**src/adc_const_pkg.sv**
```systemverilog
package adc_const_pkg;

    // one ADC sample, two's complement
    localparam int n_adc = 8;

    // samples packed side by side into one memory word
    localparam int n_mem_width = 4;

    // word address bits inside a single tile
    localparam int n_mem_addr = 4;

    // tile count and the bits that pick a tile
    localparam int n_mem_tiles = 4;
    localparam int n_tile_bits = $clog2(n_mem_tiles);

    // tile index in the upper bits, word address in the lower bits
    localparam int n_sys_addr = n_mem_addr + n_tile_bits;

    typedef logic signed [n_adc-1:0] adc_sample_t;

    typedef logic [n_sys_addr-1:0] sys_addr_t;

    // last word of the capture, all ones
    localparam sys_addr_t max_addr = '1;

    // lane 0 sits in the low bits
    typedef struct packed {
        adc_sample_t [n_mem_width-1:0] lane;
    } sample_word_t;

endpackage

```
**src/capture_pkg.sv**
```systemverilog
package capture_pkg;

    // credits the consumer hands out after reset
    localparam int readout_credits = 4;

    // holds 0 up to readout_credits
    typedef logic [$clog2(readout_credits + 1)-1:0] credit_cnt_t;

    // write burst progress
    // writing while the burst runs, done after the last word
    // until start_write is released
    typedef struct packed {
        logic writing;
        logic done;
    } capture_status_t;

    // one readout beat towards the consumer
    // last marks the beat for the final address
    typedef struct packed {
        logic                       valid;
        logic                       last;
        adc_const_pkg::sys_addr_t    addr;
        adc_const_pkg::sample_word_t data;
    } stream_beat_t;

endpackage

```
**src/sram_tile.sv**
```systemverilog
`timescale 1ns/1ps

module sram_tile (
    input  logic                                clk,
    input  logic                                web,
    input  logic [adc_const_pkg::n_mem_addr-1:0] a,
    input  adc_const_pkg::sample_word_t         d,
    output adc_const_pkg::sample_word_t         q
);

    // storage, one sample word per address
    adc_const_pkg::sample_word_t mem [2**adc_const_pkg::n_mem_addr];

    // write port, active low enable
    always_ff @(posedge clk) begin
        if (web == 1'b0) begin
            mem[a] <= d;
        end
    end

    // registered read on every edge
    // a write to the same address returns the old word
    always_ff @(posedge clk) begin
        q <= mem[a];
    end

    // a write to an unknown address would corrupt the whole tile
    a_addr_known_on_write: assert property (
        @(posedge clk) (web == 1'b0) |-> !$isunknown(a)
    ) else $error("sram_tile write with unknown address %b", a);

endmodule

```
**src/oneshot_multimemory.sv**
```systemverilog
`timescale 1ns/1ps

module oneshot_multimemory (
    input  logic                            clk,
    input  logic                            rstb,
    input  adc_const_pkg::sample_word_t     in_bytes,
    input  logic                            in_start_write,
    input  adc_const_pkg::sys_addr_t        in_addr,
    output adc_const_pkg::sample_word_t     out_data,
    output adc_const_pkg::sys_addr_t        addr,
    output capture_pkg::capture_status_t    status
);

    typedef enum logic [1:0] {
        st_wait,
        st_write,
        st_done
    } state_t;

    state_t state;

    adc_const_pkg::sys_addr_t write_addr;
    adc_const_pkg::sys_addr_t cur_addr;

    logic wr_active;

    logic [adc_const_pkg::n_tile_bits-1:0] cur_tile;
    logic [adc_const_pkg::n_tile_bits-1:0] rd_tile;
    logic [adc_const_pkg::n_mem_addr-1:0]  tile_addr;

    logic [adc_const_pkg::n_mem_tiles-1:0] tile_sel;
    logic [adc_const_pkg::n_mem_tiles-1:0] tile_web;

    adc_const_pkg::sample_word_t tile_q [adc_const_pkg::n_mem_tiles];

    // one-shot write burst
    // waits for start, writes every address once, then holds until
    // the request drops so a level start cannot retrigger
    always_ff @(posedge clk) begin
        if (!rstb) begin
            state      <= st_wait;
            write_addr <= '0;
        end else begin
            case (state)
                st_wait: begin
                    if (in_start_write) begin
                        state <= st_write;
                    end
                end
                st_write: begin
                    if (write_addr == adc_const_pkg::max_addr) begin
                        state <= st_done;
                    end else begin
                        write_addr <= write_addr + 1'b1;
                    end
                end
                st_done: begin
                    if (!in_start_write) begin
                        state      <= st_wait;
                        write_addr <= '0;
                    end
                end
                default: begin
                    state      <= st_wait;
                    write_addr <= '0;
                end
            endcase
        end
    end

    assign wr_active = (state == st_write);

    always_comb begin
        status.writing = wr_active;
        status.done    = (state == st_done);
    end

    assign addr = write_addr;

    // writer owns the tiles during the burst, reader otherwise
    assign cur_addr  = wr_active ? write_addr : in_addr;
    assign cur_tile  = cur_addr[adc_const_pkg::n_sys_addr-1:adc_const_pkg::n_mem_addr];
    assign tile_addr = cur_addr[adc_const_pkg::n_mem_addr-1:0];

    // tile index follows the access by one cycle, same as the tile q
    always_ff @(posedge clk) begin
        rd_tile <= cur_tile;
    end

    assign out_data = tile_q[rd_tile];

    for (genvar gi = 0; gi < adc_const_pkg::n_mem_tiles; gi++) begin : g_tile
        // one-hot decode of the upper address bits
        assign tile_sel[gi] = (cur_tile == gi[adc_const_pkg::n_tile_bits-1:0]);
        assign tile_web[gi] = ~(wr_active & tile_sel[gi]);

        sram_tile u_tile (
            .clk (clk),
            .web (tile_web[gi]),
            .a   (tile_addr),
            .d   (in_bytes),
            .q   (tile_q[gi])
        );
    end

    // no address skipped or repeated during the burst
    a_addr_step: assert property (
        @(posedge clk) disable iff (!rstb)
        (wr_active && write_addr != adc_const_pkg::max_addr)
            |=> (write_addr == $past(write_addr) + 1'b1)
    ) else $error("write address did not step by one");

    a_one_tile_written: assert property (
        @(posedge clk) disable iff (!rstb)
        $onehot0(~tile_web)
    ) else $error("more than one tile write enable active: %b", ~tile_web);

    a_status_exclusive: assert property (
        @(posedge clk) disable iff (!rstb)
        !(status.writing && status.done)
    ) else $error("writing and done both high");

endmodule

```
**src/readout_streamer.sv**
```systemverilog
`timescale 1ns/1ps

module readout_streamer (
    input  logic                            clk,
    input  logic                            rstb,
    input  logic                            read_start,
    input  logic                            credit_return,
    input  capture_pkg::capture_status_t    status,
    input  adc_const_pkg::sample_word_t     rd_data,
    output adc_const_pkg::sys_addr_t        rd_addr,
    output capture_pkg::stream_beat_t       beat
);

    capture_pkg::credit_cnt_t credits;

    adc_const_pkg::sys_addr_t next_addr;
    adc_const_pkg::sys_addr_t addr_q;

    logic active;
    logic issue;
    logic valid_q;
    logic last_q;

    // a read goes out only with a credit in hand
    assign issue   = active && (credits != '0);
    assign rd_addr = next_addr;

    // one credit per issued read, one back per return pulse
    always_ff @(posedge clk) begin
        if (!rstb) begin
            credits <= capture_pkg::credit_cnt_t'(capture_pkg::readout_credits);
        end else begin
            case ({issue, credit_return})
                2'b10:   credits <= credits - 1'b1;
                2'b01:   credits <= credits + 1'b1;
                default: credits <= credits;
            endcase
        end
    end

    // address walk over the whole capture
    // start only once the burst is complete and nothing is running
    always_ff @(posedge clk) begin
        if (!rstb) begin
            active    <= 1'b0;
            next_addr <= '0;
        end else if (!active) begin
            if (read_start && status.done) begin
                active    <= 1'b1;
                next_addr <= '0;
            end
        end else if (issue) begin
            if (next_addr == adc_const_pkg::max_addr) begin
                active <= 1'b0;
            end else begin
                next_addr <= next_addr + 1'b1;
            end
        end
    end

    // beat tags trail the read address by the memory latency
    always_ff @(posedge clk) begin
        if (!rstb) begin
            valid_q <= 1'b0;
            last_q  <= 1'b0;
        end else begin
            valid_q <= issue;
            last_q  <= issue && (next_addr == adc_const_pkg::max_addr);
        end
    end

    always_ff @(posedge clk) begin
        addr_q <= next_addr;
    end

    // data comes straight from the memory, already one cycle late
    always_comb begin
        beat.valid = valid_q;
        beat.last  = last_q;
        beat.addr  = addr_q;
        beat.data  = rd_data;
    end

    a_credit_bound: assert property (
        @(posedge clk) disable iff (!rstb)
        credits <= capture_pkg::credit_cnt_t'(capture_pkg::readout_credits)
    ) else $error("credit count %0d above limit", credits);

    // consumer holds nothing, so a return here is a protocol error
    a_no_extra_return: assert property (
        @(posedge clk) disable iff (!rstb)
        !(credit_return &&
          credits == capture_pkg::credit_cnt_t'(capture_pkg::readout_credits))
    ) else $error("credit returned while all credits are held");

    // every delivered beat was paid for with a credit
    a_beat_had_credit: assert property (
        @(posedge clk) disable iff (!rstb)
        beat.valid |-> ($past(credits) != '0)
    ) else $error("beat issued without credit");

endmodule

```
**src/capture_top.sv**
```systemverilog
`timescale 1ns/1ps

module capture_top (
    input  logic                            clk,
    input  logic                            rstb,
    input  adc_const_pkg::sample_word_t     adc_in,
    input  logic                            start_write,
    input  logic                            read_start,
    input  logic                            credit_return,
    output capture_pkg::capture_status_t    status,
    output adc_const_pkg::sys_addr_t        write_addr,
    output capture_pkg::stream_beat_t       beat
);

    // read path between streamer and memory
    adc_const_pkg::sys_addr_t    rd_addr;
    adc_const_pkg::sample_word_t rd_data;

    // capture memory, also exports the burst status
    oneshot_multimemory u_mem (
        .clk            (clk),
        .rstb           (rstb),
        .in_bytes       (adc_in),
        .in_start_write (start_write),
        .in_addr        (rd_addr),
        .out_data       (rd_data),
        .addr           (write_addr),
        .status         (status)
    );

    // credit-paced read-back
    readout_streamer u_stream (
        .clk           (clk),
        .rstb          (rstb),
        .read_start    (read_start),
        .credit_return (credit_return),
        .status        (status),
        .rd_data       (rd_data),
        .rd_addr       (rd_addr),
        .beat          (beat)
    );

endmodule

```
**config.mk**
```make
export PLATFORM = sky130hd
export DESIGN_NAME = capture_top
export DESIGN_NICKNAME = d
export VERILOG_FILES = /design/src/adc_const_pkg.sv /design/src/capture_pkg.sv /design/src/sram_tile.sv /design/src/oneshot_multimemory.sv /design/src/readout_streamer.sv /design/src/capture_top.sv
export SDC_FILE = /design/constraint.sdc
export NUM_CORES = 2
export LEC_CHECK = 0
export ABC_CLOCK_PERIOD_IN_PS = 4700
export BUFFER_PORTS_ARGS = -buffer_cell sky130_fd_sc_hd__buf_2
export CAP_MARGIN = 20
export CORE_MARGIN = 2
export CORE_UTILIZATION = 62
export CTS_CLUSTER_DIAMETER = 120
export DETAILED_ROUTE_END_ITERATION = 10
export MAX_ROUTING_LAYER = met4
export PLACE_DENSITY = 0.78
export RECOVER_POWER = 100
export SYNTH_ARGS = -nofsm -noshare
export SYNTH_HDL_FRONTEND = slang
export SYNTH_SLANG_ARGS = --single-unit
```
**constraint.sdc**
```tcl
create_clock -name clk -period 4.7 [get_ports clk]
set_input_delay 0.94 -clock clk [delete_from_list [all_inputs] [get_ports clk]]
set_output_delay 0.94 -clock clk [all_outputs]
set_load 0.02 [all_outputs]
```
# == Yosys cells after proc, flatten, opt, wreduce, memory -nomap -nowiden ==
# Memories as Yosys holds them, arrays and structs flattened. A register that Yosys moved wholly into a read port is not among the register bits.
# Index checks and enable logic that the tools add are counted.
# totals
reg_bits,28
mem_bits_rw,2048
in_bits,37
word_cells,74
mem_count,4
# memory_table
memory,depth,width,read_ports,rd_ports_with_merged_regs,write_ports,line_no,source
u_mem.g_tile[0].u_tile.mem,16,32,1,1,1,sram_tile.sv:12,adc_const_pkg::sample_word_t mem [2**adc_const_pkg::n_mem_addr];
u_mem.g_tile[1].u_tile.mem,16,32,1,1,1,sram_tile.sv:12,
u_mem.g_tile[2].u_tile.mem,16,32,1,1,1,sram_tile.sv:12,
u_mem.g_tile[3].u_tile.mem,16,32,1,1,1,sram_tile.sv:12,
# op_classes
addsub,4
n_lt_le_gt_ge,1
n_eq_ne,15
mux,24
bitwise,6
reduce_logical,11
# ops
op,count
binary-select mux 32 bit (select 2 bit),1
2-to-1 mux 32 bit,2
2-to-1 mux 6 bit,7
case mux 6 bit (3 select lines),1
adder 6 x 1 -> 6 bit (second input constant),2
equality test 6 bit (second input constant),2
inequality test 2 bit (second input constant),6
AND reduction 3 bit,3
equality test 2 bit (second input constant),4
2-to-1 mux 1 bit,8
equality test 2 x 1 -> 1 bit (second input constant),3
2-to-1 mux 2 bit,3
case mux 2 bit (3 select lines),1
case mux 3 bit (2 select lines),1
bitwise AND 1 bit,4
zero test 2 bit,2
nonzero test 2 bit,2
adder 3 x 1 -> 3 bit (second input constant),1
greater-or-equal comparator 3 bit (second input constant),1
logical AND 1 bit,3
NOT 2 -> 3 bit,1
nonzero test 3 bit,1
subtractor 3 x 1 -> 3 bit (second input constant),1
NOT 1 bit,1

# == Longest topological paths before layout ==
# logic_depth
ltp_word,5
mapped_depth,9
depth_no_buf,8

# == Hierarchy ==
# Synthesis repeated with hierarchy kept, for this count alone.
# unflattened
cells_unflattened,3581
area_unflattened_um2,81773.4
# by_module_without_submodules
mod,n_inst,cells_per_inst,area_each_um2,seq_area_each_um2
sram_tile,4,841,19875.3,16015.4
oneshot_multimemory,1,115,1322.5,200.2
readout_streamer,1,102,949.7,360.3

# == Worst setup path after synthesis ==
# OpenSTA, ideal clock, no wires.
# synth_path
kind,register to register
startpoint,register u_mem.state[0]
endpoint,memory u_mem.g_tile[0].u_tile.mem[0][0] in the netlist's numbering (enable)
arrival_ns,3.819
t_required_ns,4.239
slack_ns,0.420
path_stages_with_launch,6
path_buffers,2
synth_period_minus_slack_ns,4.280
cell_sequence,dfxtp_1 buf_2 or4b_2 o31a_1 clkbuf_1 nor3_1
# synth_via
elab_chain_cells,5
# synth_rtl
element,line_no,source
start: declaration,oneshot_multimemory.sv:20,state_t state;
start signal: assignment,oneshot_multimemory.sv:41,state <= st_wait;
start signal: assignment,oneshot_multimemory.sv:47,state <= st_write;
start signal: assignment,oneshot_multimemory.sv:52,state <= st_done;
equality test 2 x 1 -> 1 bit *,oneshot_multimemory.sv:71,assign wr_active = (state == st_write);
2-to-1 mux 6 bit,oneshot_multimemory.sv:81,assign cur_addr = wr_active ? write_addr : in_addr;
zero test 2 bit,oneshot_multimemory.sv:94,assign tile_sel[gi] = (cur_tile == gi[adc_const_pkg::n_tile_bits-1:0]);
bitwise AND 1 bit,oneshot_multimemory.sv:95,assign tile_web[gi] = ~(wr_active & tile_sel[gi]);
2-to-1 mux 1 bit (not written as such),sram_tile.sv:17,mem[a] <= d;
end: declaration,sram_tile.sv:12,
# Every way passes the cells marked *; elsewhere a longest branch is shown, timed or not.

# == Worst setup path after layout ==
# layout_path
startpoint,register u_mem.state[0]
endpoint,memory u_mem.g_tile[0].u_tile.mem[15][6] in the netlist's numbering (enable)
# Same word-level chain as after synthesis.

==> results by group <==
Detailed routing
  – TritonRoute pass-1 iters: 6
  – Initial DRC count: 8032
  – Routed WL: 208 mm
  – Detailed-route wire length per cell: 32.2 um
  – Vias: 46300
  – DR vias/cell: 7.18
  – DR DRC count: 0
  – Post-route ant nets: 0

Critical path
  – WP buf/inv: 4
  – CP Launch Type: flip-flop
  – Crit Path Max Fanout: 32
  – Worst path arrival time: 4.36 ns
  – Worst R2R Setup Slack: 0.61 ns
  – FF-to-FF End: u_mem.g_tile[0].u_tile.mem[15][6]$_DFFE_PP_
  – R2R cell count: 8
  – Crit-path leading delay family: buffers and inverters
  – CP Class: reg2reg
  – CP cell instances: nand2b_4, inv_1, nor2_1, a31oi_1, buf_12, buf_12, nor3_1, clkbuf_2
  – R2R Path Start: u_mem.state[0]$_SDFFE_PN0P_
  – Crit path largest cell delay: 0.76 ns
  – CP required: 4.98 ns
  – CP Launch Point: u_mem.state[0]$_SDFFE_PN0P_
  – CP endpoint kind: flip-flop
  – CP max-delay cell: clkbuf_2
  – Top cell by count, worst path: buf_12

Power
  – Total power per unit cell area: 442 nW/um^2
  – VDD IR max: 419 uV
  – Pleak: 27.5 nW

Synth
  – Main combinational cell family by area after synthesis: compound AO/OA/AOI/OAI gates
  – Yosys warns: 0
  – Post-synth ARST share: 0
  – Synth Area in Simple Gates: 0.0203
  – Synth unique cells: 46
  – Syn Nets: 4446
  – Yosys reg bits: 2204
  – Sequential element share of the synthesized area: 0.813
  – Post-synth EDFFs: 2048
  – XOR/XNOR share of the synthesized area: 0.000661
  – Synth Area in Compound Gates: 0.133
  – Synth Flop Type: edfxtp_1
  – Syn Inst Count: 4405
  – Post-Syn Area per Cell: 18.0 sq um
  – Synth Area in Adders: 0.000724
  – Mux cell area share after synthesis: 0.00937
  – Mapped Area: 79500 sq um

Clocking
  – CTS Buffer Depth: 3
  – Clock latency at the later pin of the worst-skew pair: 0.83 ns
  – Cts repair resizes: 0
  – Post CTS Setup Buffer Count: 0
  – Root buf cell: clkbuf_16
  – CTS tree: done
  – CTS clk-pin slew, worst paths: 0.06 ns
  – CTS sink cnt: 2204
  – Cts hold-fix bufs: 0
  – H-tree depth: 4
  – Cts bufs inserted: 200

Global route
  – Congestion Overflow GR: 0
  – Vias in the first global route: 44700
  – GR Util All Layers: 0.324
  – Largest net degree at the start of global routing: 115
  – Initial antenna violation count: 18
  – First-pass GRT wire length: 300 mm

Die
  – Die area: 131000 sq um
  – Die H: 362 um
  – Row cnt: 131
  – Core Area: 127000 sq um
  – Boundary Pins: 85
  – Starting Density: 0.624
  – Die X: 362 um

Timing
  – Hold Vio Cnt, Final: 0
  – Fin Setup TNS: 0 ns
  – Setup Viol. Count Final: 0
  – Final Max Tran Viols: 1808
  – Worst slew margin: -1.05
  – RSZ-0062 raised after global routing: false
  – Min Tclk post-route: 4.09 ns
  – Worst Max-Slew Pin Slew: 3.07 ns
  – Clk_skew: 0.0264 ns
  – Final Cycle Share: 0.869
  – F_max: 245 MHz

Worst hold path
  – Hold Path Cell Cnt: 2
  – Min-delay worst type: in2reg
  – Hold Path Origin: rstb
  – Endpoint, Worst Hold: u_stream.credits[2]$_SDFFE_PN1P_

Final layout
  – Area Growth Syn to Fin: 11.0%
  – Commonest non-fill, non-tap cells in the layout: edfxtp_1 (2048), a22oi_1 (1024), a21oi_1 (522)
  – Share of cells above drive strength 1: 0.0990
  – Final core utilization: 0.693
  – Most common cell after layout, fill and taps aside: edfxtp_1
  – Final nets: 4645
  – Layout fillers: 7573
  – Finished Layout Cells: 6448

Placed design
  – PortBufs: 84
  – GPL Wtd Cong: 0.873
  – Placed cells: 6036
  – HPWL reported at the end of detailed placement: 112 mm

Run status
  – Status: finished with violations
  – Failing checks: max-capacitance violations, max-slew violations

Run
  – Max_cap viols: 44
metrics by stage:
| stage | cell area [sq um] | hold slack (ns) | setup slack, ns | power [W] |
|---|---|---|---|---|
| after detailed placement | 82500 | 0.413 | 1.13 | 0.0234 |
| final | 88200 | 0.350 | 0.615 | 0.0389 |
| after CTS | 88900 | 0.317 | 0.683 | 0.0389 |
| after global routing | 88200 | 0.336 | 0.481 | 0.0398 |
| after floorplan | 79500 | 0.329 | 0.420 | 0.0227 |
| after global placement | 82500 | 0.412 | 1.31 | 0.0233 |
cell usage after synthesis, types with 2 or more instances:
library cell  number  area share
o21ai_0            7     0.00044
xnor2_1            4     0.00044
buf_4             34      0.0032
a21oi_1          522       0.033
inv_1             10     0.00047
a31o_1             2     0.00022
or3_1              2     0.00016
and3_1             3     0.00024
buf_6             48      0.0068
ha_1               3     0.00047
nor3b_1            2     0.00019
a22oi_1         1024       0.097
o31a_1             2     0.00022
a31oi_4            2     0.00054
a211oi_1           3     0.00028
nor3_1            66      0.0042
clkbuf_1         121      0.0057
nand3b_1           4     0.00038
edfxtp_1        2048        0.77
buf_1             13     0.00061
a31oi_1            4     0.00031
nor2_1            20     0.00094
buf_2            100      0.0063
dfxtp_1          156       0.039
or4_1            128       0.012
xor2_1             2     0.00022
nor4bb_1           2     0.00025
nand2_1           17     0.00080
a21o_1             2     0.00019
nand3_1            7     0.00044
mux4_2            32      0.0091
worst max-delay path by stage:
stage	slack [ns]	to	depth (start not counted)
6_report	0.61	u_mem.g_tile[0].u_tile.mem[15][6]$_DFFE_PP_	8
5_1_grt	0.48	u_mem.g_tile[0].u_tile.mem[15][11]$_DFFE_PP_	8
4_1_cts	0.68	beat[17]	3
3_5_place_dp	1.13	u_mem.g_tile[3].u_tile.mem[15][1]$_DFFE_PP_	7
3_3_place_gp	1.31	u_mem.g_tile[3].u_tile.mem[15][2]$_DFFE_PP_	7
2_1_floorplan	0.42	u_mem.g_tile[0].u_tile.mem[0][0]$_DFFE_PP_	5
registers in the layout, summed over array words and instances (netlist names):
name and flops:
u_stream.last_q 1, u_stream.active 1, u_mem.g_tile.u_tile.q 128, u_stream.valid_q 1, u_stream.rd_addr 6, u_mem.g_tile.u_tile.mem 2048, u_mem.rd_tile 2, u_stream.credits 3
u_stream.addr_q 6, u_mem.addr 6, u_mem.state 2
area by class of cell:
cell class / instances / area (sq um) / share of cell area
tap: 1662 / 2080 / 0.0236
clock buffer: 285 / 5600 / 0.0635
timing repair buffer: 313 / 1960 / 0.0223
clock inverter: 89 / 811 / 0.00919
sequential: 2204 / 64600 / 0.733
inverter: 10 / 37.5 / 0.000426
multi-input combinational: 1875 / 13100 / 0.148
antenna: 10 / 25.0 / 0.000284
layer usage:
metal,global-route usage,part of all wire,up-vias
met1,0.442,0.35,23300
met3,0.0835,0.15,509
met4,0.112,0.035,0
li1,-,-,18700
met2,0.480,0.47,3797
met5,-,0,-
logic make-up (layout without fill, tap and decap cells):
family / Yosys count / count (layout)
AOI/OAI and AO/OA: 1574 / 1574
xor gates and xnor gates: 6 / 6
adders and majority gates: 4 / 4
muxes: 34 / 34
and+or+nand+nor: 257 / 257
other: 0 / 10
buffers and inverters: 326 / 697
DFF: 2204 / 2204
power breakdown:
| part | switching (W) | total [W] | internal, W | leakage, nW |
|---|---|---|---|---|
| clock | 0.00692 | 0.0159 | 0.00899 | 3.14 |
| combinational | 0.000950 | 0.00129 | 0.000342 | 4.66 |
| sequential | 0.000170 | 0.0217 | 0.0216 | 19.7 |
Power figures use the tool's default switching activity.
